$ cat config.mk
export PLATFORM = sky130hd
export DESIGN_NAME = irq_id_enc
export DESIGN_NICKNAME = d
export VERILOG_FILES = /design/src/hdl/irq_pkg.sv /design/src/hdl/irq_id_enc.sv
export SDC_FILE = /design/constraint.sdc
export NUM_CORES = 1
export LEC_CHECK = 0
export ABC_AREA = 1
export ABC_CLOCK_PERIOD_IN_PS = 2000
export BUFFER_PORTS_ARGS = -buffer_cell sky130_fd_sc_hd__buf_2
export CAP_MARGIN = 0
export CELL_PAD_IN_SITES_DETAIL_PLACEMENT = 0
export CELL_PAD_IN_SITES_GLOBAL_PLACEMENT = 1
export CORE_MARGIN = 1
export CORE_UTILIZATION = 19
export DETAILED_ROUTE_END_ITERATION = 6
export GPL_TIMING_DRIVEN = 0
export PLACE_DENSITY_LB_ADDON = 0.1
export SETUP_SLACK_MARGIN = 0.1
export SLEW_MARGIN = 10
export SYNTH_ARGS = -nofsm -noshare
export SYNTH_HDL_FRONTEND = slang
export SYNTH_SLANG_ARGS = --single-unit
$ cat constraint.sdc
create_clock -name vclk -period 2
set_input_delay 0.4 -clock vclk [all_inputs]
set_output_delay 0.4 -clock vclk [all_outputs]
set_load 0.01 [all_outputs]
$ cat src/hdl/irq_pkg.sv
package irq_pkg;

  // interrupt lines into the core
  localparam int IRQ_LINES = 32;

  // id of the selected line
  localparam int IRQ_ID_WIDTH = $clog2(IRQ_LINES);

endpackage

$ cat src/hdl/irq_id_enc.sv
`timescale 1ns/100ps

module irq_id_enc (
  input  logic [irq_pkg::IRQ_LINES-1:0]    irq_i,
  output logic                             irq_pending_o,
  output logic [irq_pkg::IRQ_ID_WIDTH-1:0] irq_id_o
);

  import irq_pkg::*;

  assign irq_pending_o = |irq_i;

  // highest set line wins, zero when idle
  always_comb begin
    irq_id_o = '0;
    for (int i = 0; i < IRQ_LINES; i++) begin
      if (irq_i[i]) begin
        irq_id_o = i[IRQ_ID_WIDTH-1:0];
      end
    end
  end

endmodule

Yosys cells after proc, flatten, opt, wreduce, memory -nomap -nowiden. Index checks and enable logic that the tools add are counted. Widths: inputs -> output; s select.

Register bits after elaboration: 0. Input bits: 32. Output and inout bits: 6. Word-level logic and storage cells: 32.

Mux-type cells: 31. Reduce and logical (&&, ||, !) cells: 1.

Operator list (number): $mux 5 (30); $reduce_or 32->1 (1); $mux 1 (1).

Depth between registers and ports, before layout.
Depth after elaboration: 31. Depth in mapped cells: 31. Mapped depth without buffers: 31.

Worst setup path after synthesis. Ideal clock, no wire load.

Path type: input -> output. Start: in irq_i[2] in the netlist's numbering. End: out irq_id_o[0] in the netlist's numbering. Arrival time: 1.722 ns. Data required time: 1.600 ns. Slack: -0.122 ns. Stages on the path: 31. Path buffers: 0. Cells stage by stage: inv_1 -> nand2_1 -> nand2_1 -> nand2_1 -> nand2_1 -> nand2_1 -> nand2_1 -> nand2_1 -> nand2_1 -> nand2_1 -> nand2_1 -> nand2_1 -> nand2_1 -> nand2_1 -> nand2_1 -> nand2_1 -> nand2_1 -> nand2_1 -> nand2_1 -> nand2_1 -> nand2_1 -> nand2_1 -> nand2_1 -> nand2_1 -> nand2_1 -> nand2_1 -> nand2_1 -> nand2_1 -> nand2_1 -> nand2_1 -> nand2_1.

Word-level cells in the longest chain between the ends: 30.

RTL lines: start, declared (line irq_id_enc.sv:4) `input logic [irq_pkg::IRQ_LINES-1:0] irq_i,`; $mux 5 (30 in series) (line irq_id_enc.sv:17) `if (irq_i[i]) begin`; end, declared (line irq_id_enc.sv:6) `output logic [irq_pkg::IRQ_ID_WIDTH-1:0] irq_id_o`.

Every way passes these cells.

Worst setup path in the final report. Same ends and word-level chain as after synthesis.

==> results by stage <==
Timing:
- The worst path in the final design needs a cycle of between 2000 and 2500 ps, including I/O delays and setup.
- The actual slew at the worst max-slew pin is between 200 and 250 ps.
- The final count of pins violating max slew is 0.
- The number of hold violations in the final report is 0.
- Setup repair after global routing could not meet its margin everywhere.
- The final hold slack is ~1100 ps.
- The slack of the critical path is -459 ps.
- The worst pin sits at a relative slew slack of roughly 85%.
- The highest clock rate is ~410 MHz.
- After layout, the worst path uses 123% of the clock period.
- The count of final setup violators is 1.

Routing:
- The number of design-rule violations left by the first detailed-router iteration is 8.
- In the final routed layout, each cell accounts on average for 6.35 um.
- The number of remaining DRC errors is 0.
- The detailed router placed around 640 vias in this run.
- The final layout contains routed wiring with a total length of 1090 um.
- The number of detailed-routing iterations run before antenna repair is 4.
- The via density per instance is ~3.7.
- The remaining antenna violation count is 0.

Final layout:
- The layout cell share with drive strength beyond 1 is between 30% and 40%.
- The signed area change from the synthesized netlist to the final layout is 58.6%.
- The net count of the finished layout is 178.
- The layout has ~250 filler cells.
- The clock buffer count in the final layout is 0.
- The combined flip-flop and latch cell area is 0 um2.
- The area of combinational cells with multiple inputs is 305 um2.
- In the finished design the tool counted flip-flops and latches totalling 0.
- The antenna diode instance count is 0.

Critical path:
- Tracing the worst setup path back leads to its startpoint at irq_i[2].
- The critical path buffer and inverter count is 3.
- The peak per-stage delay on the critical path is 100 ps.
- The standard cell with the maximum stage delay on the critical path is sky130_fd_sc_hd__buf_6.
- The worst setup path is launched from a primary input.
- Along the worst path, the maximum fanout reaches 3.
- Counting buffers and inverters, the worst setup path is 33 cells deep.
- The worst path arrival time is about 2100 ps.
- The most frequent cell on the critical path is sky130_fd_sc_hd__nand2_1.
- The critical path data required time is roughly 1600 ps.
- The critical path ends at irq_id_o[0].
- The worst setup path is of the primary input to primary output kind.
- The endpoint type of the worst setup path is a primary output.
- Among cell families on the critical path, the largest total delay comes from simple AND/OR/NAND/NOR gates.

Die:
- The number of placement rows is 16.
- The initial standard-cell utilization of the core is between 20% and 30%.
- From left edge to right edge, the die measures ~50 um.
- The area enclosed by the die boundary is between 2000 and 2500 um2.
- After floorplanning, the core was sized to cover just over 2000 um2.
- For this design the top-level I/O count stands at 38.
- The die span in y is between 40 and 50 um.

Placement:
- The count of buffers inserted at the top-level ports is 38.
- The detailed placement HPWL is 1000 um.
- Routability-driven placement finished with a final weighted congestion of approximately 0.64.

Power and ir drop:
- The leakage power summed over all cells is between 0.4 and 0.5 nW.
- The maximum ir drop on the vdd rail is between 60 and 70 uV.
- The overall power after layout is around 0.10 mW.
- For this design the ratio of total power to cell area is 154 nW/um2.

Logic synthesis:
- After Yosys synthesis, full adders, half adders and majority gates account for 0% of the synthesized area.
- Averaged over all synthesized cells, the footprint is between 4 and 5 um2.
- The post-synthesis net count is ~140.
- Of all cell types, the one taking the most synthesized area is sky130_fd_sc_hd__nand2_1.
- The Yosys step of the flow raised 0 warnings.
- After synthesis, the largest family of logic cells by area is simple AND/OR/NAND/NOR gates.
- The share of the yosys chip area belonging to registers is 0%.
- The post-synthesis simple-gate area fraction is roughly 64%.
- The fraction of synthesized cell area taken by the top area cell type is a little over two fifths.
- Measured against the total synthesized area, the mux share comes to 0%.
- Synthesis produced a netlist whose cell count is 106.
- Yosys attributes the largest share of cell area to sky130_fd_sc_hd__nand2_1 43%, sky130_fd_sc_hd__inv_1 22%, sky130_fd_sc_hd__nor2_1 17%, sky130_fd_sc_hd__bufinv_8 4.1%, sky130_fd_sc_hd__nand3_1 3.5%.
- The XOR/XNOR share of the synthesized area is 0%.
- The number of distinct library cells after synthesis is 11.
- The library cell with the highest instance count after synthesis is sky130_fd_sc_hd__nand2_1.
- The cell area after technology mapping is between 400 and 500 um2.
- After synthesis, the most frequently instantiated cells are 49 x sky130_fd_sc_hd__nand2_1, 25 x sky130_fd_sc_hd__inv_1, 19 x sky130_fd_sc_hd__nor2_1.
- The post-synthesis compound-gate area fraction is under 10%.

Global routing:
- The total routing usage reported by global routing is 7.92%.
- The maximum number of pins on one net before global-route repair is 4.
- The via count of the first global-routing pass is 463.
- The initial antenna violation count is 0.
- The first global-routing pass estimated between 1500 and 2000 um of wire.
- The aggregate global routing overflow is 0.

Job:
- The number of max-capacitance violations reported is 0.

Status:
- The final reports fail on setup timing.
- The flow ran to the end, but the final reports show violations.

CTS:
- The number of setup buffers added after CTS is 0.

Min path:
- The worst hold path belongs to the class primary input to primary output.
[final cells by class]
type               count  area share, %
well taps             27           4.96
multi-input cells     76           44.9
repair buffers        38           31.6
inverters             30           18.6
[metrics by stage]
step	util, %	cell area [um2]	setup WS [ps]	cells	TNS [ps]
finish	33.3	681	-459	171	-459
global route	33.3	681	-764	171	-907
CTS	33.3	681	-468	171	-468
detailed placement	32.1	656	-500	171	-500
global placement	32.1	656	-500	171	-500
floorplan	-	432	-113	106	-113
[report_power, final]
group	internal (mW)	switching [mW]	total, mW
logic	0.0540	0.0505	0.105
clock network	0	0	0
registers	0	0	0
total	0.0540	0.0505	0.105
[worst min path at each step]
stage / from / end / slack (ps) / depth (start not counted)
2_1_floorplan: irq_i[31] / irq_id_o[0] / 900 / 2
3_5_place_dp: irq_i[31] / irq_id_o[0] / 1080 / 4
5_1_grt: irq_i[31] / irq_id_o[0] / 1080 / 4
4_1_cts: irq_i[31] / irq_id_o[0] / 1080 / 4
3_3_place_gp: irq_i[31] / irq_id_o[0] / 1080 / 4
6_report: irq_i[31] / irq_id_o[0] / 1080 / 4
[tightest hold or removal path: stages]
cell	delay [ps]
sky130_fd_sc_hd__buf_2	90
sky130_fd_sc_hd__inv_1	40
sky130_fd_sc_hd__nand2_2	60
sky130_fd_sc_hd__buf_6	90
[cells by family after synthesis]
logic type,count (synthesis)
simple gates,72
buf+inv,30
compound gates,4
[metal layers]
metal  global-route usage [%]  vias up  wire length, um
met3                    0.309        0               96
met5                        0        -                0
met1                     13.0      233              541
met4                        0        0                0
li1                         -      377                -
met2                     11.7       25              446
[what timing repair did]
item	4_1_cts	5_1_grt
endpoints found under the hold margin	0	0
gates resized for setup	5	0
pin swaps	0	5
setup endpoints to repair	2	2
hold buffers	0	0
[cell usage in the layout, fill, tap and decap left out]
cell type                   n
sky130_fd_sc_hd__nand2_2    1
sky130_fd_sc_hd__o21ai_0    1
sky130_fd_sc_hd__o21bai_1   1
sky130_fd_sc_hd__buf_6      4
sky130_fd_sc_hd__nor2_1    19
sky130_fd_sc_hd__nor4_1     1
sky130_fd_sc_hd__nand3_1    3
sky130_fd_sc_hd__inv_1     24
sky130_fd_sc_hd__bufinv_8   1
sky130_fd_sc_hd__o31ai_1    1
sky130_fd_sc_hd__nand2_1   48
sky130_fd_sc_hd__buf_2     34
sky130_fd_sc_hd__inv_2      5
sky130_fd_sc_hd__a31oi_1    1
Power figures use the tool's default switching activity.
