### config.mk
export PLATFORM = sky130hd
export DESIGN_NAME = ram_mux
export DESIGN_NICKNAME = d
export VERILOG_FILES = /design/src/hdl/mem_pkg.sv /design/src/hdl/ram_mux.sv
export SDC_FILE = /design/constraint.sdc
export NUM_CORES = 1
export LEC_CHECK = 0
export BUFFER_PORTS_ARGS = -buffer_cell sky130_fd_sc_hd__clkbuf_2
export CAP_MARGIN = 20
export CORE_AREA = 5 5 92 94
export CTS_BUF_LIST = sky130_fd_sc_hd__clkbuf_2
export DETAILED_ROUTE_END_ITERATION = 8
export DIE_AREA = 0 0 97 99
export GPL_TIMING_DRIVEN = 0
export MAX_ROUTING_LAYER = met4
export PLACE_DENSITY = 0.58
export SLEW_MARGIN = 20
export SYNTH_ARGS = -nofsm -noshare
export SYNTH_HDL_FRONTEND = slang
export SYNTH_SLANG_ARGS = --single-unit
### constraint.sdc
create_clock -name clk -period 3.6 [get_ports clk]
set_input_delay 1.08 -clock clk [delete_from_list [all_inputs] [get_ports clk]]
set_output_delay 1.08 -clock clk [all_outputs]
set_load 0.02 [all_outputs]
### src/hdl/mem_pkg.sv
package mem_pkg;

  // data word and byte lanes
  localparam int DATA_WIDTH = 32;
  localparam int BE_WIDTH   = DATA_WIDTH / 8;

  // core byte address
  localparam int ADDR_WIDTH = 32;

  // local data RAM, 1k words
  localparam int DATA_RAM_BYTES = 4096;
  localparam int RAM_ADDR_WIDTH = 10;

  // region tag in the upper address bits
  localparam int REGION_TAG_MSB = 31;
  localparam int REGION_TAG_LSB = 20;

  // tag that selects the local RAM, all others go to the external bus
  localparam logic [REGION_TAG_MSB-REGION_TAG_LSB:0] LOCAL_REGION_TAG = 12'h001;

  // side that owes the next load/store response
  typedef enum logic {
    TARGET_RAM = 1'b0,
    TARGET_EXT = 1'b1
  } lsu_target_e;

endpackage
### src/hdl/ram_mux.sv
`timescale 1ns/100ps

module ram_mux (
  input  logic                               clk,
  input  logic                               rst_n,
  // system bus port, always served
  input  logic                               dma_req_i,
  input  logic [mem_pkg::RAM_ADDR_WIDTH-1:0] dma_addr_i,
  input  logic                               dma_we_i,
  input  logic [mem_pkg::BE_WIDTH-1:0]       dma_be_i,
  input  logic [mem_pkg::DATA_WIDTH-1:0]     dma_wdata_i,
  output logic [mem_pkg::DATA_WIDTH-1:0]     dma_rdata_o,
  // core port
  input  logic                               core_req_i,
  input  logic [mem_pkg::RAM_ADDR_WIDTH-1:0] core_addr_i,
  input  logic                               core_we_i,
  input  logic [mem_pkg::BE_WIDTH-1:0]       core_be_i,
  input  logic [mem_pkg::DATA_WIDTH-1:0]     core_wdata_i,
  output logic                               core_gnt_o,
  output logic                               core_rvalid_o,
  output logic [mem_pkg::DATA_WIDTH-1:0]     core_rdata_o,
  // RAM port
  output logic                               mem_en_o,
  output logic [mem_pkg::RAM_ADDR_WIDTH-1:0] mem_addr_o,
  output logic                               mem_we_o,
  output logic [mem_pkg::BE_WIDTH-1:0]       mem_be_o,
  output logic [mem_pkg::DATA_WIDTH-1:0]     mem_wdata_o,
  input  logic [mem_pkg::DATA_WIDTH-1:0]     mem_rdata_i
);

  import mem_pkg::*;

  // core only gets the RAM in idle system bus cycles
  assign core_gnt_o = core_req_i & ~dma_req_i;
  assign mem_en_o   = dma_req_i | core_req_i;

  assign mem_addr_o  = dma_req_i ? dma_addr_i  : core_addr_i;
  assign mem_we_o    = dma_req_i ? dma_we_i    : core_we_i;
  assign mem_be_o    = dma_req_i ? dma_be_i    : core_be_i;
  assign mem_wdata_o = dma_req_i ? dma_wdata_i : core_wdata_i;

  always_ff @(posedge clk or negedge rst_n) begin
    if (!rst_n) begin
      core_rvalid_o <= 1'b0;
    end else begin
      core_rvalid_o <= core_gnt_o;
    end
  end

  // registered RAM data, each port samples it when it owns the slot
  assign dma_rdata_o  = mem_rdata_i;
  assign core_rdata_o = mem_rdata_i;

endmodule

# Word-level counts from Yosys, hierarchy flattened
# Index checks and enable logic that the tools add are counted.
[totals] regBits=1 inputBits=130 output_inout_bits=114 wordCells=8
[classes] muxes=4 n_bitwise=3
[ops] op="2-to-1 mux 32 bit" count=1
[ops] op="2-to-1 mux 10 bit" count=1
[ops] op="2-to-1 mux 4 bit" count=1
[ops] op="bitwise AND 1 bit" count=1
[ops] op="2-to-1 mux 1 bit" count=1
[ops] op="NOT 1 bit" count=1
[ops] op="OR 1 bit" count=1

# Depth between registers and ports, before layout
[logic_depth] word_depth=2 ltp_mapped=3 depth_no_buf=1

# Least setup slack after synthesis
# No wires, ideal clock.
[synth_timing] path_kind="input to output" startpoint="in dma_req_i" endpoint="out core_gnt_o" arrival_ps=1691 t_required_ps=2520 slack_ps=829 cell_stages=3 path_buffers=2 cell_sequence="buf_6 buf_6 nor2b_1"
[synth_between] elab_chain_len=2
[synth_lines] item="start, declared" line_no="ram_mux.sv:7" source="input logic dma_req_i,"
[synth_lines] item="NOT 1 bit" line_no="ram_mux.sv:34" source="assign core_gnt_o = core_req_i & ~dma_req_i;"
[synth_lines] item="bitwise AND 1 bit" line_no="ram_mux.sv:34"
[synth_lines] item="end, declared" line_no="ram_mux.sv:19" source="output logic core_gnt_o,"
# Every way passes these cells.

# Worst setup path in the final report
[layout_timing] startpoint="in dma_req_i" endpoint="out mem_wdata_o[28] (netlist bit)"
[layout_between] elab_chain_len=1
[layout_lines] item="2-to-1 mux 32 bit" line_no="ram_mux.sv:40" source="assign mem_wdata_o = dma_req_i ? dma_wdata_i : core_wdata_i;"
[layout_lines] item="end, declared" line_no="ram_mux.sv:27" source="output logic [mem_pkg::DATA_WIDTH-1:0] mem_wdata_o,"
# Every way passes these cells.

==> reports/qor.txt <==
FINAL LAYOUT
----------------------------------------------------------------------------------
Final layout net count                                                         461
Area growth from synthesis to layout                                          105%
Top reg by flops                                                      core_rvalid_o
Largest register FFs                                                             1
Leading registers by flop count                                       core_rvalid_o x1
Share of final-layout standard cells stronger than drive strength 1          99.1%
Diodes inserted                                                                  0
# fillers                                                                      836

POWER
----------------------------------------------------------------------------------
Worst vdd ir                                                             0.0698 mV
LEAKAGE                                                                    1.44 nW
Reg power frac                                                                3.3%
PD cells                                                               161 nW/um^2
Clk pwr share                                                                   0%
Net switching power                                                       0.181 mW
Design internal power                                                     0.189 mW
Combinational fraction of design power                                       96.7%
Power, Total                                                              0.370 mW
Fraction of power spent switching nets                                       48.9%

LOGIC SYNTHESIS
----------------------------------------------------------------------------------
Share of synthesized area occupied by flip-flops and latches                 2.23%
Number of synthesized register bits                                              1
Yosys warning total                                                              0
Cell type with the highest aggregate area in the netlist              sky130_fd_sc_hd__buf_4
Post-synth net total                                                           249
Share of the synthesized area in the top cell type                           44.8%
Cell area after synthesis                                                1120 um^2
Avg Inst Size Synth                                                      9.43 um^2
Number of library cell types mapped by synthesis                                 7
Number of standard cells after synthesis                                       119
Synth top area cells                                                  sky130_fd_sc_hd__buf_4 (45%), sky130_fd_sc_hd__mux2_2 (39%), sky130_fd_sc_hd__mux2_4 (11%)

FLOORPLAN
----------------------------------------------------------------------------------
Area of the die                                                          9600 um^2
Initial core utilization                                                     14.8%
Die X-Extent                                                                 97 um
Row count                                                                       32
Overall die height                                                           99 um
Core box area                                                            7570 um^2
Top-level port count                                                           244

STATUS
----------------------------------------------------------------------------------
Status                                                                complete, no violations

WORST SETUP PATH
----------------------------------------------------------------------------------
Required @ worst endpoint                                                  2520 ps
Crit-path leading delay family                                        buffers and inverters
Critical path cell sequence                                           buf_6 -> buf_6 -> mux2_4 -> clkbuf_2
Arr. time, crit path                                                       1860 ps
Slowest Stage Delay on Critical Path                                        310 ps
Standard cell with the maximum stage delay on the critical path       sky130_fd_sc_hd__mux2_4
Category of the worst setup path capture point                         output port
CP most frequent cell                                                 sky130_fd_sc_hd__buf_6
WS Path Type                                                                in2out
Buffers and inverters on the worst path                                          3
Max FO, Critical Path                                                           10
Type of origin of the critical path                                   primary input

STA
----------------------------------------------------------------------------------
Rel. slew slack                                                              87.0%
Worst-margin pin slew                                                       196 ps
Achievable clock frequency                                                 341 MHz
Total negative setup slack                                                    0 ps
Min cycle time layout                                                      2940 ps
Number of setup violations in the final report                                   0
Final Hold Fails                                                                 0
Tcrit/Tclk final                                                             81.5%
Unrepaired setup endpoints after global routing                              false
Slew Viols, Final                                                                0

GLOBAL ROUTE
----------------------------------------------------------------------------------
Number of global-route vias before repair                                    1,613
GRT Residual Overflow                                                            0
Global-route wire length before repair                                     7780 um
Maximum number of pins on one net before global-route repair                    11
Initial antenna violation count                                                  0
Total GRT Usage                                                              9.85%

PLACED DESIGN
----------------------------------------------------------------------------------
RD Place Congestion                                                          0.816
Dpl hpwl                                                                   5170 um
Buffers added on ports                                                         210

ROUTING
----------------------------------------------------------------------------------
Antenna-violating nets left                                                      0
DRC violation count after routing                                                0
DRT Pass-1 Iters                                                                 2
Post-Route WL                                                              5310 um
Routed WL per cell                                                         12.3 um
Vias                                                                         1,553
Iter 0 DRT Violations                                                            8
Post-detailed-route via-to-cell ratio                                         3.60

RUN
----------------------------------------------------------------------------------
Max-cap viol count                                                               0

CLOCKING
----------------------------------------------------------------------------------
Number of buffers inserted by hold repair at cts                                 0
Buffers inserted during post-CTS setup optimization                              0
Clk pin slew, worst setup/hold paths                                          0 ps
Number of cells upsized or downsized after cts                                   0

MIN PATH
----------------------------------------------------------------------------------
Hold Crit Class                                                           in2async

[metal layers]
layer / wire length [um] / vias to the layer above / GRT usage (%) / part of all wire [%]
li1: - / 755 / - / -
met5: 0 / - / - / 0
met4: 0 / 0 / 0 / 0
met3: 871 / 0 / 5.02 / 16
met2: 2730 / 136 / 18.6 / 51
met1: 1700 / 662 / 9.59 / 32
[layout make-up]
class,instances,area (um^2),area share (%)
Timing Repair Buffer,210,1050,45.7
Multi-Input combinational cell,49,572,24.9
Buffer,69,526,22.8
Tap cell,102,128,5.55
Sequential cell,1,25.0,1.09
[layout by cell type, fill, tap and decap left out]
| master | count |
|---|---|
| sky130_fd_sc_hd__clkbuf_2 | 210 |
| sky130_fd_sc_hd__buf_4 | 67 |
| sky130_fd_sc_hd__mux2_2 | 39 |
| sky130_fd_sc_hd__mux2_4 | 8 |
| sky130_fd_sc_hd__buf_6 | 2 |
| sky130_fd_sc_hd__nor2b_1 | 1 |
| sky130_fd_sc_hd__or2_1 | 1 |
| sky130_fd_sc_hd__dfrtp_1 | 1 |
[cells in the mapped netlist, drive strengths merged]
cell / instances
dfrtp: 1
mux2: 47
nor2b: 1
buf: 69
or2: 1
[power groups by stage]
stage	registers, mW	logic, mW	clock network, mW
2_1_floorplan	0.0129	0.227	0
3_3_place_gp	0.0121	0.361	0
3_5_place_dp	0.0122	0.363	0
4_1_cts	0.0122	0.365	0
5_1_grt	0.0122	0.383	0
6_report	0.0122	0.358	0
[per-stage QoR]
step / cells / cell area, um^2 / setup WS (ps) / utilization (%) / hold slack, ps
2_1_floorplan: 119 / 1120 / 829 / - / 784
3_3_place_gp: 431 / 2300 / 646 / 30.4 / 856
3_5_place_dp: 431 / 2300 / 648 / 30.4 / 858
4_1_cts: 431 / 2300 / 649 / 30.4 / 858
5_1_grt: 431 / 2300 / 621 / 30.4 / 862
6_report: 431 / 2300 / 664 / 30.4 / 857
[kinds of logic after synthesis]
group / count (synthesis) / share of synthesized area [%]
multiplexers: 47 / 49.8
AND/OR/NAND/NOR: 2 / 1.12
flip-flops: 1 / 2.23
buffers and inverters: 69 / 46.8
[final timing paths]
path	start	end	slack, ps	cells past startpoint
hold / removal	rst_n	core_rvalid_o	860	1
max in group asynchronous	rst_n	core_rvalid_o	2660	1
setup / recovery	dma_req_i	mem_wdata_o[28]	660	4
min in group clk	core_req_i	core_rvalid_o	1370	2
(Power assumes the default switching activity.)
