## src/hdl/mem_pkg.sv

```systemverilog
package mem_pkg;

  // data word and byte lanes
  localparam int DATA_WIDTH = 32;
  localparam int BE_WIDTH   = DATA_WIDTH / 8;

  // core byte address
  localparam int ADDR_WIDTH = 32;

  // local data RAM, 1k words
  localparam int DATA_RAM_BYTES = 4096;
  localparam int RAM_ADDR_WIDTH = 10;

  // region tag in the upper address bits
  localparam int REGION_TAG_MSB = 31;
  localparam int REGION_TAG_LSB = 20;

  // tag that selects the local RAM, all others go to the external bus
  localparam logic [REGION_TAG_MSB-REGION_TAG_LSB:0] LOCAL_REGION_TAG = 12'h001;

  // side that owes the next load/store response
  typedef enum logic {
    TARGET_RAM = 1'b0,
    TARGET_EXT = 1'b1
  } lsu_target_e;

endpackage
```

## src/hdl/lsu_demux.sv

```systemverilog
`timescale 1ns/100ps

module lsu_demux (
  input  logic                               clk,
  input  logic                               rst_n,
  // load/store unit
  input  logic                               lsu_req_i,
  input  logic [mem_pkg::ADDR_WIDTH-1:0]     lsu_addr_i,
  input  logic                               lsu_we_i,
  input  logic [mem_pkg::BE_WIDTH-1:0]       lsu_be_i,
  input  logic [mem_pkg::DATA_WIDTH-1:0]     lsu_wdata_i,
  output logic                               lsu_gnt_o,
  output logic                               lsu_rvalid_o,
  output logic [mem_pkg::DATA_WIDTH-1:0]     lsu_rdata_o,
  // local RAM side
  output logic                               ram_req_o,
  output logic [mem_pkg::RAM_ADDR_WIDTH-1:0] ram_addr_o,
  output logic                               ram_we_o,
  output logic [mem_pkg::BE_WIDTH-1:0]       ram_be_o,
  output logic [mem_pkg::DATA_WIDTH-1:0]     ram_wdata_o,
  input  logic                               ram_gnt_i,
  input  logic                               ram_rvalid_i,
  input  logic [mem_pkg::DATA_WIDTH-1:0]     ram_rdata_i,
  // external bus side
  output logic                               ext_req_o,
  output logic [mem_pkg::ADDR_WIDTH-1:0]     ext_addr_o,
  output logic                               ext_we_o,
  output logic [mem_pkg::BE_WIDTH-1:0]       ext_be_o,
  output logic [mem_pkg::DATA_WIDTH-1:0]     ext_wdata_o,
  input  logic                               ext_gnt_i,
  input  logic                               ext_rvalid_i,
  input  logic [mem_pkg::DATA_WIDTH-1:0]     ext_rdata_i
);

  import mem_pkg::*;

  logic        is_local;
  lsu_target_e target_q;

  assign is_local  = (lsu_addr_i[REGION_TAG_MSB:REGION_TAG_LSB] == LOCAL_REGION_TAG);
  assign ram_req_o = lsu_req_i & is_local;
  assign ext_req_o = lsu_req_i & ~is_local;

  // drop the byte offset for the RAM word address
  assign ram_addr_o  = lsu_addr_i[RAM_ADDR_WIDTH+1:2];
  assign ram_we_o    = lsu_we_i;
  assign ram_be_o    = lsu_be_i;
  assign ram_wdata_o = lsu_wdata_i;

  assign ext_addr_o  = lsu_addr_i;
  assign ext_we_o    = lsu_we_i;
  assign ext_be_o    = lsu_be_i;
  assign ext_wdata_o = lsu_wdata_i;

  assign lsu_gnt_o = (ram_req_o & ram_gnt_i) | (ext_req_o & ext_gnt_i);

  // both sides answer one cycle after grant, so the last grant owns the response
  always_ff @(posedge clk or negedge rst_n) begin
    if (!rst_n) begin
      target_q <= TARGET_RAM;
    end else if (lsu_gnt_o) begin
      target_q <= is_local ? TARGET_RAM : TARGET_EXT;
    end
  end

  assign lsu_rvalid_o = ram_rvalid_i | ext_rvalid_i;
  assign lsu_rdata_o  = (target_q == TARGET_EXT) ? ext_rdata_i : ram_rdata_i;

endmodule

```

## config.mk

```make
export PLATFORM = sky130hd
export DESIGN_NAME = lsu_demux
export DESIGN_NICKNAME = d
export VERILOG_FILES = /design/src/hdl/mem_pkg.sv /design/src/hdl/lsu_demux.sv
export SDC_FILE = /design/constraint.sdc
export NUM_CORES = 1
export LEC_CHECK = 0
export BUFFER_PORTS_ARGS = -buffer_cell sky130_fd_sc_hd__buf_2
export CORE_AREA = 3 3 114 116
export DETAILED_ROUTE_END_ITERATION = 7
export DIE_AREA = 0 0 117 119
export GPL_TIMING_DRIVEN = 0
export HOLD_SLACK_MARGIN = 0.12
export MAX_ROUTING_LAYER = met4
export PLACE_DENSITY = 0.44
export SETUP_SLACK_MARGIN = 0.3
export SYNTH_ARGS = -nofsm -noshare
export SYNTH_HDL_FRONTEND = slang
export SYNTH_SLANG_ARGS = --single-unit
```

## constraint.sdc

```tcl
create_clock -name clk -period 1.1 [get_ports clk]
set_input_delay 0.055 -clock clk [delete_from_list [all_inputs] [get_ports clk]]
set_output_delay 0.055 -clock clk [all_outputs]
set_load 0.02 [all_outputs]
```

# ---- After elaboration in Yosys (flattened, before gate mapping)
# Index checks and enable logic that the tools add are counted.
dict set report classes {
  eq_ne 1
  n_mux 2
  n_bitwise 7
}
# operator n
set ops {}
lappend ops {{32-bit two-way mux} 1}
lappend ops {{12-bit by 1-bit == test with 1-bit output, second input constant} 1}
lappend ops {{1-bit bitwise AND} 4}
lappend ops {{1-bit OR} 2}
lappend ops {{1-bit two-way mux} 1}
lappend ops {{1-bit inverter} 1}
dict set report totals {
  regBits 1
  out_inout_bits 152
  word_cells 11
}

# ---- Longest topological paths before layout
# Gate-level depths: netlist of run 1.
dict set report depth {
  depth_word 5
  depth_mapped 4
}

# ---- Worst setup path before layout of run 1
# No wires, ideal clock.
dict set report synth_path {
  kind {flip-flop to output port}
  start {register target_q}
  end {output lsu_rdata_o[0] in the netlist's numbering}
  arrival_ns 0.998
  required_ns 1.045
  setup_slack_ns 0.047
  stages_incl_launch_ff 4
  n_path_buf 2
  path_cell_list {dfrtp_1 -> buf_2 -> buf_4 -> mux2_2}
}
dict set report synth_between {
  elab_chain_len 1
}
# element line_no
set synth_lines {}
lappend synth_lines {{from (decl)} lsu_demux.sv:38} ;# lsu_target_e target_q;
lappend synth_lines {{from (signal assigned)} lsu_demux.sv:62} ;# target_q <= is_local ? TARGET_RAM : TARGET_EXT;
lappend synth_lines {{32-bit two-way mux} lsu_demux.sv:67} ;# assign lsu_rdata_o = (target_q == TARGET_EXT) ? ext_rdata_i : ram_rdata_i;
lappend synth_lines {{to (decl)} lsu_demux.sv:14} ;# output logic [mem_pkg::DATA_WIDTH-1:0] lsu_rdata_o,
# Every way passes these cells.

# ---- Worst setup path in the final report of run 1
dict set report layout_path {
  start {register target_q}
  end {output lsu_rdata_o[26] in the netlist's numbering}
}
# The elaborated chain is that of the path after synthesis.

==> impl_metrics.prom, run 1 <==
# TYPE chip_impl_metric gauge
chip_impl_metric{name="global_route.overflow_total",unit=""} 0
chip_impl_metric{name="final-hold-violation-count",unit=""} 0
chip_impl_metric{name="cellLeakagePower",unit="nW"} 1.95
chip_impl_metric{name="synth_top_area_share",unit="%"} 64.5
chip_impl_info{name="synth_top_cell_by_area",value="sky130_fd_sc_hd__buf_4"} 1
chip_impl_metric{name="setup_total_negative_slack",unit="ns"} -0.912
chip_impl_metric{name="worstPathMaxFanout",unit=""} 10
chip_impl_metric{name="period_needed",unit="ns"} 1.15
chip_impl_metric{name="relSlewSlack",unit="%"} 80.2
chip_impl_metric{name="finalClockSkew",unit="ns"} 0
chip_impl_metric{name="dp_cells",unit=""} 547
chip_impl_metric{name="first_pass_iters",unit=""} 2
chip_impl_metric{name="route.vias.total",unit=""} 1816
chip_impl_metric{name="start_util",unit="%"} 11.5
chip_impl_metric{name="pin_count_of_the_biggest_net_entering_global_routing",unit=""} 11
chip_impl_metric{name="global_route.usage.total",unit="%"} 5.78
chip_impl_metric{name="setup-violations-final",unit=""} 32
chip_impl_metric{name="fin_worst_hold_slack",unit="ns"} 0.328
chip_impl_metric{name="max-vdd-ir-drop",unit="mV"} 0.208
chip_impl_metric{name="largest_register_ff_count",unit=""} 1
chip_impl_info{name="mostFrequentLayoutCells",value="sky130_fd_sc_hd__buf_2, sky130_fd_sc_hd__buf_4, sky130_fd_sc_hd__buf_6, sky130_fd_sc_hd__mux2_4, sky130_fd_sc_hd__buf_12"} 1
chip_impl_metric{name="final_cells",unit=""} 551
chip_impl_metric{name="fp-row-count",unit=""} 40
chip_impl_info{name="most_common_cell_after_layout_fill_and_taps_aside",value="sky130_fd_sc_hd__buf_2"} 1
chip_impl_info{name="worst_setup_path_start_kind",value="flop"} 1
chip_impl_metric{name="synth.distinct_cells",unit=""} 15
chip_impl_info{name="post_synth_main_area_contributors",value="sky130_fd_sc_hd__buf_4, sky130_fd_sc_hd__mux2_2, sky130_fd_sc_hd__dfrtp_1, sky130_fd_sc_hd__nor4_2, sky130_fd_sc_hd__nor4b_2"} 1
chip_impl_metric{name="areaGrowthSynthToFinish",unit="%"} 129
chip_impl_metric{name="postSynthNetCount",unit=""} 306
chip_impl_metric{name="detailed_place_hpwl",unit="um"} 5060
chip_impl_metric{name="fmaxAchievable",unit="GHz"} 0.873
chip_impl_metric{name="worst_slack",unit="ns"} -0.0461
chip_impl_metric{name="grt_pass1_wl",unit="um"} 6720
chip_impl_metric{name="drive_gt1_share",unit="%"} 98.3
chip_impl_metric{name="die_w",unit="um"} 117
chip_impl_metric{name="maxSlewViolCount",unit=""} 0
chip_impl_metric{name="worstSkewPairLatency",unit="ns"} 0
chip_impl_metric{name="num-fill-cells",unit=""} 1284
chip_impl_info{name="run_status",value="finished with violations"} 1
chip_impl_metric{name="avgSynthCellArea",unit="um2"} 8.34
chip_impl_metric{name="yosysWarnings",unit=""} 0
chip_impl_metric{name="synth-seq-cells",unit=""} 1
chip_impl_metric{name="worstMarginPinSlew",unit="ns"} 0.295
chip_impl_metric{name="detail_route.wirelength",unit="um"} 5350
chip_impl_metric{name="fp.coreArea",unit="um2"} 12000
chip_impl_metric{name="detail_route.wl_per_cell",unit="um"} 9.72
chip_impl_metric{name="port-buffer-count",unit=""} 234
chip_impl_metric{name="gpl_wtd_cong",unit=""} 0.666
chip_impl_metric{name="crit_arrival",unit="ns"} 1.09
chip_impl_metric{name="final_net_count",unit=""} 546
chip_impl_metric{name="critPathRequiredTime",unit="ns"} 1.04
chip_impl_metric{name="initial_antenna_violation_count",unit=""} 0
chip_impl_metric{name="drt_drc_violations_left",unit=""} 0
chip_impl_metric{name="drc_violation_total_after_the_first_tritonroute_iteration",unit=""} 11
chip_impl_metric{name="postRouteAntennaNets",unit=""} 0
chip_impl_metric{name="netlist_instances",unit=""} 166
chip_impl_info{name="violations",value="negative setup slack"} 1
chip_impl_info{name="cp-end-kind",value="output pin"} 1
chip_impl_metric{name="share_of_the_yosys_chip_area_belonging_to_registers",unit="%"} 1.81
chip_impl_metric{name="num_antenna_cells",unit=""} 0
chip_impl_info{name="top_register",value="target_q"} 1
chip_impl_metric{name="max_cap_viol_count",unit=""} 0
chip_impl_metric{name="pwr_total",unit="W"} 0.00136
chip_impl_info{name="rsz_0062_raised_after_global_routing",value="yes"} 1
chip_impl_info{name="criticalPathCategory",value="flop to output pin"} 1
chip_impl_metric{name="clkTransAtPathRegs",unit="ns"} 0
chip_impl_metric{name="design.portCount",unit=""} 292
chip_impl_metric{name="die_h",unit="um"} 119
chip_impl_metric{name="powerDensity",unit="nW/um2"} 427
chip_impl_metric{name="finish.utilization",unit="%"} 26.4
chip_impl_metric{name="die-area",unit="um2"} 13900
chip_impl_metric{name="first_global_vias",unit=""} 1642
chip_impl_metric{name="syn_area",unit="um2"} 1390
chip_impl_info{name="holdCritPathClass",value="input pin to output pin"} 1
chip_impl_metric{name="routed_via_density",unit=""} 3.30
chip_impl_info{name="reg_top3",value="target_q: 1 flops"} 1
chip_impl_metric{name="period_share",unit="%"} 104
-- report_power, final --
group           switching, W  internal (W)
registers      0.00000000576     0.0000375
logic               0.000612      0.000707
clock network              0             0
-- metrics by stage --
step / setup WS (ns) / area, um2
finish: -0.0461 / 3170
global route: -0.0704 / 3170
CTS: -0.0578 / 3070
detailed placement: -0.0783 / 2930
global placement: -0.0778 / 2930
floorplan: 0.0877 / 1570
-- logic make-up after synthesis --
logic type / count (synthesis) / share of synthesized area, %
buffers and inverters: 121 / 65.1
AOI/OAI and AO/OA: 2 / 0.993
DFF: 1 / 1.81
and+or+nand+nor: 9 / 5.33
muxes: 33 / 26.7
-- cell usage after synthesis --
library cell and count:
sky130_fd_sc_hd__nand2_1 2, sky130_fd_sc_hd__a21oi_1 1, sky130_fd_sc_hd__nand3_1 1, sky130_fd_sc_hd__buf_4 119, sky130_fd_sc_hd__a2bb2oi_1 1, sky130_fd_sc_hd__nor4_2 2
sky130_fd_sc_hd__and4_1 1, sky130_fd_sc_hd__or2_2 1, sky130_fd_sc_hd__nor4b_2 1, sky130_fd_sc_hd__buf_2 1, sky130_fd_sc_hd__dfrtp_1 1, sky130_fd_sc_hd__and2_1 1
sky130_fd_sc_hd__inv_1 1, sky130_fd_sc_hd__mux2_2 32, sky130_fd_sc_hd__mux2i_1 1
-- critical path, cell delays in order (launching register included) --
cell                      delay (ns)
sky130_fd_sc_hd__dfrtp_1        0.35
sky130_fd_sc_hd__buf_6          0.14
sky130_fd_sc_hd__buf_12         0.15
sky130_fd_sc_hd__mux2_4         0.29
sky130_fd_sc_hd__buf_2          0.16
-- final timing paths --
check,depth (start not counted),end,slack (ns),startpoint
setup / recovery,4,lsu_rdata_o[26],-0.05,target_q
max in group asynchronous,2,target_q,0.63,rst_n
hold / removal,2,ram_wdata_o[0],0.33,lsu_wdata_i[0]
setup reg to reg,5,target_q,0.08,target_q
min in group asynchronous,2,target_q,0.38,rst_n
hold reg to reg,4,target_q,0.76,target_q
-- per-layer routing --
layer / wire [um] / GRT usage (%) / up-vias
li1: - / - / 898
met1: 1560 / 4.83 / 774
met2: 3140 / 13.6 / 144
met3: 657 / 0.305 / 0
met4: 0 / 0 / 0
met5: 0 / - / -
-- what timing repair did --
item                                    CTS  global route
endpoints found under the setup margin   36            36
gates resized for setup                  36            29
hold buffers                              1             0
pin swaps                                 4             2
endpoints found under the hold margin     1             0
setup buffers                             1             2
-- final cells by class --
| type | count | area (um2) | area share, % |
|---|---|---|---|
| plain buffers | 120 | 942 | 29.7 |
| inverters | 1 | 3.75 | 0.118 |
| multi-input cells | 44 | 623 | 19.6 |
| flip-flops and latches | 1 | 25.0 | 0.789 |
| well taps | 147 | 184 | 5.80 |
| repair buffers | 238 | 1400 | 44.0 |
Note: power is estimated with default switching activity, not from simulation.
==> inputs of run 2 (changes only) <==
- ABC_AREA: unset -> 1
- CORE_AREA: 3 3 114 116 -> 3 3 111 113
- DIE_AREA: 0 0 117 119 -> 0 0 114 116
- PLACE_DENSITY: 0.44 -> 0.47
==> impl_metrics.prom, run 2 <==
# TYPE chip_impl_metric gauge
chip_impl_metric{name="maxSlewViolCount",unit=""} 0
chip_impl_metric{name="grt_pass1_wl",unit="um"} 7190
chip_impl_info{name="synth_top_cell_by_area",value="sky130_fd_sc_hd__buf_4"} 1
chip_impl_info{name="criticalPathCategory",value="flop to output pin"} 1
chip_impl_metric{name="num_antenna_cells",unit=""} 0
chip_impl_info{name="mostFrequentLayoutCells",value="sky130_fd_sc_hd__buf_2, sky130_fd_sc_hd__buf_4, sky130_fd_sc_hd__buf_6, sky130_fd_sc_hd__mux2_4"} 1
chip_impl_metric{name="fin_worst_hold_slack",unit="ns"} 0.327
chip_impl_metric{name="drive_gt1_share",unit="%"} 97.6
chip_impl_metric{name="fp-row-count",unit=""} 39
chip_impl_info{name="top_register",value="target_q"} 1
chip_impl_metric{name="detailed_place_hpwl",unit="um"} 5190
chip_impl_metric{name="clkTransAtPathRegs",unit="ns"} 0
chip_impl_info{name="synth_common_cells",value="sky130_fd_sc_hd__buf_4, sky130_fd_sc_hd__mux2_4, sky130_fd_sc_hd__nand2_1, sky130_fd_sc_hd__nor2_1, sky130_fd_sc_hd__inv_1"} 1
chip_impl_info{name="reg_top3",value="target_q: 1 flops"} 1
chip_impl_metric{name="initial_antenna_violation_count",unit=""} 0
chip_impl_metric{name="global_route.overflow_total",unit=""} 0
chip_impl_metric{name="period_needed",unit="ns"} 1.13
chip_impl_info{name="synth.most_common_cell",value="sky130_fd_sc_hd__buf_4"} 1
chip_impl_metric{name="die_h",unit="um"} 116
chip_impl_metric{name="drt_drc_violations_left",unit=""} 0
chip_impl_metric{name="design.portCount",unit=""} 292
chip_impl_metric{name="synth.distinct_cells",unit=""} 13
chip_impl_metric{name="setup-violations-final",unit=""} 30
chip_impl_metric{name="num-fill-cells",unit=""} 1205
chip_impl_metric{name="max-vdd-ir-drop",unit="mV"} 0.200
chip_impl_info{name="post_synth_main_area_contributors",value="sky130_fd_sc_hd__buf_4, sky130_fd_sc_hd__mux2_4, sky130_fd_sc_hd__buf_12, sky130_fd_sc_hd__mux2_2, sky130_fd_sc_hd__nand2_1"} 1
chip_impl_info{name="violations",value="negative setup slack"} 1
chip_impl_metric{name="grt_use_met2",unit="%"} 14.6
chip_impl_metric{name="detail_route.wl_per_cell",unit="um"} 10.1
chip_impl_metric{name="postRouteAntennaNets",unit=""} 0
chip_impl_metric{name="synth-seq-cells",unit=""} 1
chip_impl_metric{name="finalClockSkew",unit="ns"} 0
chip_impl_metric{name="cellLeakagePower",unit="nW"} 2.01
chip_impl_metric{name="grtUsageMet3",unit="%"} 0.627
chip_impl_info{name="run_status",value="finished with violations"} 1
chip_impl_info{name="cp-end-kind",value="output pin"} 1
chip_impl_metric{name="fmaxAchievable",unit="GHz"} 0.883
chip_impl_metric{name="grt_util_met1",unit="%"} 6.17
chip_impl_metric{name="die_w",unit="um"} 114
chip_impl_metric{name="die-area",unit="um2"} 13200
chip_impl_metric{name="first_pass_iters",unit=""} 3
chip_impl_metric{name="port-buffer-count",unit=""} 234
chip_impl_metric{name="placed_cell_area",unit="um2"} 2890
chip_impl_metric{name="syn_area",unit="um2"} 1540
chip_impl_info{name="most_common_cell_after_layout_fill_and_taps_aside",value="sky130_fd_sc_hd__buf_2"} 1
chip_impl_metric{name="route.vias.total",unit=""} 1857
chip_impl_metric{name="postSynthNetCount",unit=""} 318
chip_impl_metric{name="relSlewSlack",unit="%"} 88.8
chip_impl_info{name="worst_setup_path_start_kind",value="flop"} 1
chip_impl_metric{name="areaGrowthSynthToFinish",unit="%"} 111
chip_impl_info{name="rsz_0062_raised_after_global_routing",value="yes"} 1
chip_impl_metric{name="worstMarginPinSlew",unit="ns"} 0.167
chip_impl_metric{name="fp.coreArea",unit="um2"} 11400
chip_impl_metric{name="max_cap_viol_count",unit=""} 0
chip_impl_metric{name="final-hold-violation-count",unit=""} 0
chip_impl_metric{name="drc_violation_total_after_the_first_tritonroute_iteration",unit=""} 7
chip_impl_metric{name="largest_register_ff_count",unit=""} 1
chip_impl_metric{name="layout.cell_area.non_filler",unit="um2"} 3240
chip_impl_metric{name="final_net_count",unit=""} 558
chip_impl_metric{name="global_route.usage.total",unit="%"} 6.51
chip_impl_metric{name="start_util",unit="%"} 13.5
chip_impl_info{name="top_usage_layer",value="met2"} 1
chip_impl_metric{name="detail_route.wirelength",unit="um"} 5640
chip_impl_metric{name="worstPathMaxFanout",unit=""} 10
chip_impl_metric{name="netlist_instances",unit=""} 178
chip_impl_metric{name="first_global_vias",unit=""} 1685
chip_impl_metric{name="worstSkewPairLatency",unit="ns"} 0
chip_impl_info{name="holdCritPathClass",value="input pin to output pin"} 1
chip_impl_metric{name="powerDensity",unit="nW/um2"} 429
chip_impl_metric{name="routed_via_density",unit=""} 3.32
chip_impl_metric{name="yosysWarnings",unit=""} 0
chip_impl_metric{name="worst_slack",unit="ns"} -0.0331
chip_impl_metric{name="share_of_the_yosys_chip_area_belonging_to_registers",unit="%"} 1.63
chip_impl_metric{name="pin_count_of_the_biggest_net_entering_global_routing",unit=""} 11
chip_impl_metric{name="avgSynthCellArea",unit="um2"} 8.64
chip_impl_metric{name="synth_enable_flop_cells",unit=""} 0
chip_impl_metric{name="critPathRequiredTime",unit="ns"} 1.04
chip_impl_metric{name="synth_top_area_share",unit="%"} 56.6
chip_impl_metric{name="period_share",unit="%"} 103
chip_impl_info{name="synth_flop_cell",value="sky130_fd_sc_hd__dfrtp_1"} 1
chip_impl_metric{name="gpl_wtd_cong",unit=""} 0.629
chip_impl_metric{name="crit_arrival",unit="ns"} 1.08
chip_impl_metric{name="postSynth.asyncResetShare",unit="%"} 100
==> run 2: changes by cell type after synthesis, moves of 5 or more <==
cell	before	now
sky130_fd_sc_hd__nor2_1	0	7
sky130_fd_sc_hd__mux2_4	0	29
sky130_fd_sc_hd__nand2_1	2	8
sky130_fd_sc_hd__mux2_2	32	3
sky130_fd_sc_hd__inv_1	1	6
==> run 2: logic make-up (layout without fill, tap and decap cells) <==
| group | count (synthesis) | after routing | synth area share [%] |
|---|---|---|---|
| compound gates | 1 | 1 | 0.325 |
| buf+inv | 126 | 364 | 62.7 |
| flops | 1 | 1 | 1.63 |
| mux | 32 | 32 | 30.5 |
| simple gates | 18 | 18 | 4.80 |
==> run 2: final timing paths <==
kind | startpoint | to | slack, ns | cells after the start
max | target_q | lsu_rdata_o[9] | -0.03 | 4
min | lsu_wdata_i[14] | ram_wdata_o[14] | 0.33 | 2
max reg2reg | target_q | target_q | 0.12 | 5
min reg2reg | target_q | target_q | 0.85 | 5
max in group asynchronous | rst_n | target_q | 0.62 | 2
min in group asynchronous | rst_n | target_q | 0.39 | 2
==> run 2: critical path, stage by stage, from the launching register on <==
cell and delay [ns]:
sky130_fd_sc_hd__dfrtp_1 0.35, sky130_fd_sc_hd__buf_6 0.14, sky130_fd_sc_hd__buf_12 0.15, sky130_fd_sc_hd__mux2_4 0.29, sky130_fd_sc_hd__buf_2 0.16
==> run 2: metrics by stage <==
stage	cells	util, %	setup TNS (ns)	setup slack, ns	total power, W
6_report	559	28.4	-0.667	-0.0331	0.00139
4_1_cts	558	27.6	-0.833	-0.0397	0.00138
3_5_place_dp	555	25.3	-1.42	-0.0626	0.00128
2_1_floorplan	178	-	0	0.0854	0.000852
3_3_place_gp	555	25.3	-1.51	-0.0694	0.00127
5_1_grt	559	28.4	-1.33	-0.0558	0.00148
==> run 2: final cells by class <==
cell class / instances / area [um2] / share of cell area [%]
Timing Repair Buffer: 238 / 1450 / 44.8
Inverter: 6 / 22.5 / 0.694
Sequential cell: 1 / 25.0 / 0.772
Buffer: 120 / 942 / 29.1
Tap cell: 143 / 179 / 5.52
Multi-Input combinational cell: 51 / 623 / 19.2
==> run 2: metal layers <==
layer	share of wire, %	routed length [um]
met1	27	1540
met2	60	3390
met3	13	718
met4	0	0
met5	0	0
==> run 2: power breakdown <==
part	switching, W	internal [W]
Sequential	0.00000000468	0.0000375
Clock	0	0
Combinational	0.000626	0.000729
Total	0.000626	0.000767
==> run 2: repair_timing <==
action,CTS,global route
pin swaps,6,7
resized for setup,73,23
setup endpoints to repair,36,36
hold buffers,1,0
buffers inserted,2,1
hold endpoints to repair,1,0
==> inputs of run 3 (changes only) <==
==> constraint.sdc (replaced) <==
create_clock -name clk -period 1.1 [get_ports clk]
set_input_delay 0.11 -clock clk [delete_from_list [all_inputs] [get_ports clk]]
set_output_delay 0.11 -clock clk [all_outputs]
set_load 0.02 [all_outputs]
==> impl_metrics.prom, run 3 (synthesized netlist as in run 2, its figures left out) <==
# TYPE chip_impl_metric gauge
chip_impl_info{name="mostFrequentLayoutCells",value="sky130_fd_sc_hd__buf_2, sky130_fd_sc_hd__buf_4, sky130_fd_sc_hd__buf_6, sky130_fd_sc_hd__mux2_4, sky130_fd_sc_hd__nor2_4"} 1
chip_impl_metric{name="largest_register_ff_count",unit=""} 1
chip_impl_metric{name="internal_power",unit="W"} 0.000770
chip_impl_info{name="cp-end-kind",value="output pin"} 1
chip_impl_metric{name="areaGrowthSynthToFinish",unit="%"} 112
chip_impl_metric{name="setup-violations-final",unit=""} 32
chip_impl_metric{name="first_global_vias",unit=""} 1686
chip_impl_metric{name="route.vias.total",unit=""} 1872
chip_impl_metric{name="dp_cells",unit=""} 555
chip_impl_metric{name="detailed_place_hpwl",unit="um"} 5170
chip_impl_metric{name="critPathRequiredTime",unit="ns"} 0.99
chip_impl_metric{name="first_pass_iters",unit=""} 4
chip_impl_metric{name="detail_route.wirelength",unit="um"} 5720
chip_impl_metric{name="period_needed",unit="ns"} 1.19
chip_impl_info{name="violations",value="negative setup slack"} 1
chip_impl_metric{name="sw_frac_of_total",unit="%"} 44.9
chip_impl_metric{name="grt_pass1_wl",unit="um"} 7220
chip_impl_metric{name="fin_worst_hold_slack",unit="ns"} 0.390
chip_impl_info{name="run_status",value="finished with violations"} 1
chip_impl_metric{name="drive_gt1_share",unit="%"} 97.4
chip_impl_info{name="criticalPathCategory",value="flop to output pin"} 1
chip_impl_metric{name="dp_slack",unit="ns"} -0.163
chip_impl_metric{name="crit_arrival",unit="ns"} 1.08
chip_impl_metric{name="combinationalPowerShare",unit="%"} 97.3
chip_impl_metric{name="initial_antenna_violation_count",unit=""} 0
chip_impl_metric{name="max_cap_viol_count",unit=""} 0
chip_impl_metric{name="global_route.usage.total",unit="%"} 6.58
chip_impl_metric{name="maxSlewViolCount",unit=""} 0
chip_impl_metric{name="clkTransAtPathRegs",unit="ns"} 0
chip_impl_metric{name="die-area",unit="um2"} 13200
chip_impl_metric{name="drt_drc_violations_left",unit=""} 0
chip_impl_info{name="most_common_cell_after_layout_fill_and_taps_aside",value="sky130_fd_sc_hd__buf_2"} 1
chip_impl_metric{name="setup_total_negative_slack",unit="ns"} -2.42
chip_impl_metric{name="period_share",unit="%"} 108
chip_impl_info{name="holdCritPathClass",value="input pin to flop"} 1
chip_impl_metric{name="pin_count_of_the_biggest_net_entering_global_routing",unit=""} 11
chip_impl_metric{name="fmaxAchievable",unit="GHz"} 0.840
chip_impl_metric{name="worstPathMaxFanout",unit=""} 10
chip_impl_metric{name="final_net_count",unit=""} 559
chip_impl_metric{name="worstMarginPinSlew",unit="ns"} 0.171
chip_impl_metric{name="p_clk_share",unit="%"} 0
chip_impl_metric{name="fp-row-count",unit=""} 39
chip_impl_metric{name="drc_violation_total_after_the_first_tritonroute_iteration",unit=""} 19
chip_impl_metric{name="start_util",unit="%"} 13.5
chip_impl_metric{name="design.portCount",unit=""} 292
chip_impl_metric{name="postRouteAntennaNets",unit=""} 0
chip_impl_metric{name="port-buffer-count",unit=""} 234
chip_impl_metric{name="finish.utilization",unit="%"} 28.6
chip_impl_metric{name="gpl_wtd_cong",unit=""} 0.658
chip_impl_info{name="worst_setup_path_start_kind",value="flop"} 1
chip_impl_info{name="rsz_0062_raised_after_global_routing",value="yes"} 1
chip_impl_metric{name="powerDensity",unit="nW/um2"} 428
chip_impl_info{name="reg_top3",value="target_q: 1 flops"} 1
chip_impl_metric{name="max-vdd-ir-drop",unit="mV"} 0.177
chip_impl_metric{name="die_h",unit="um"} 116
chip_impl_metric{name="finalClockSkew",unit="ns"} 0
chip_impl_metric{name="worstSkewPairLatency",unit="ns"} 0
chip_impl_metric{name="power_switching",unit="W"} 0.000627
chip_impl_info{name="top_register",value="target_q"} 1
chip_impl_metric{name="final-hold-violation-count",unit=""} 0
chip_impl_metric{name="final_cells",unit=""} 560
chip_impl_metric{name="die_w",unit="um"} 114
chip_impl_metric{name="fp.coreArea",unit="um2"} 11400
chip_impl_metric{name="global_route.overflow_total",unit=""} 0
chip_impl_metric{name="num_antenna_cells",unit=""} 0
chip_impl_metric{name="worst_slack",unit="ns"} -0.0902
chip_impl_metric{name="cellLeakagePower",unit="nW"} 2.01
chip_impl_metric{name="detail_route.wl_per_cell",unit="um"} 10.2
chip_impl_metric{name="relSlewSlack",unit="%"} 88.6
chip_impl_metric{name="num-fill-cells",unit=""} 1244
chip_impl_metric{name="routed_via_density",unit=""} 3.34
chip_impl_metric{name="power.sequential.fraction",unit="%"} 2.7
==> run 3: cell count changes in the layout (fill, tap and decap cells not counted), sizes merged <==
cell / before / now
buf: 357 / 358
==> run 3: worst paths after layout <==
| check | slack, ns | startpoint | end | cells after the start |
|---|---|---|---|---|
| min | 0.39 | ext_gnt_i | target_q | 3 |
| max | -0.09 | target_q | lsu_rdata_o[10] | 4 |
| max in group asynchronous | 0.57 | rst_n | target_q | 2 |
| min reg2reg | 0.76 | target_q | target_q | 4 |
| max reg2reg | 0.22 | target_q | target_q | 4 |
| min in group asynchronous | 0.44 | rst_n | target_q | 2 |
==> run 3: worst max-delay path, cell delays in order, from the launching register on <==
cell and delay (ns):
sky130_fd_sc_hd__dfrtp_1 0.35, sky130_fd_sc_hd__buf_6 0.14, sky130_fd_sc_hd__buf_12 0.15, sky130_fd_sc_hd__mux2_4 0.29, sky130_fd_sc_hd__buf_2 0.16
==> run 3: power groups by stage <==
| stage | clock network [W] | registers [W] | logic (W) |
|---|---|---|---|
| 4_1_cts | 0 | 0.0000375 | 0.00132 |
| 3_5_place_dp | 0 | 0.0000375 | 0.00124 |
| 6_report | 0 | 0.0000375 | 0.00136 |
| 5_1_grt | 0 | 0.0000375 | 0.00144 |
| 3_3_place_gp | 0 | 0.0000375 | 0.00123 |
| 2_1_floorplan | 0 | 0.0000375 | 0.000815 |
==> run 3: layout make-up <==
| class | count | area [um2] | area share (%) |
|---|---|---|---|
| inverter | 6 | 22.5 | 0.690 |
| multi-input combinational | 51 | 633 | 19.4 |
| buffer | 120 | 942 | 28.9 |
| tap | 143 | 179 | 5.49 |
| timing repair buffer | 239 | 1460 | 44.8 |
| sequential | 1 | 25.0 | 0.767 |
==> run 3: timing repair <==
action                                  4_1_cts  5_1_grt
hold buffers                                  1        0
resized for setup                            57       37
buffers inserted                              1        3
pin swaps                                     7        3
endpoints found under the hold margin         1        0
endpoints found under the setup margin       36       36
==> run 3: metrics by stage <==
step | area (um2) | power, W
after floorplan | 1540 | 0.000852
after global placement | 2890 | 0.00127
after detailed placement | 2890 | 0.00128
after CTS | 3110 | 0.00136
after global routing | 3260 | 0.00148
final | 3260 | 0.00140
==> run 3: metal layers <==
layer | vias up | global-route usage [%] | share of wire [%]
li1 | 924 | - | -
met1 | 797 | 5.92 | 26
met2 | 147 | 14.8 | 60
met3 | 4 | 0.836 | 13
met4 | 0 | 0.238 | 1.5
met5 | - | - | 0
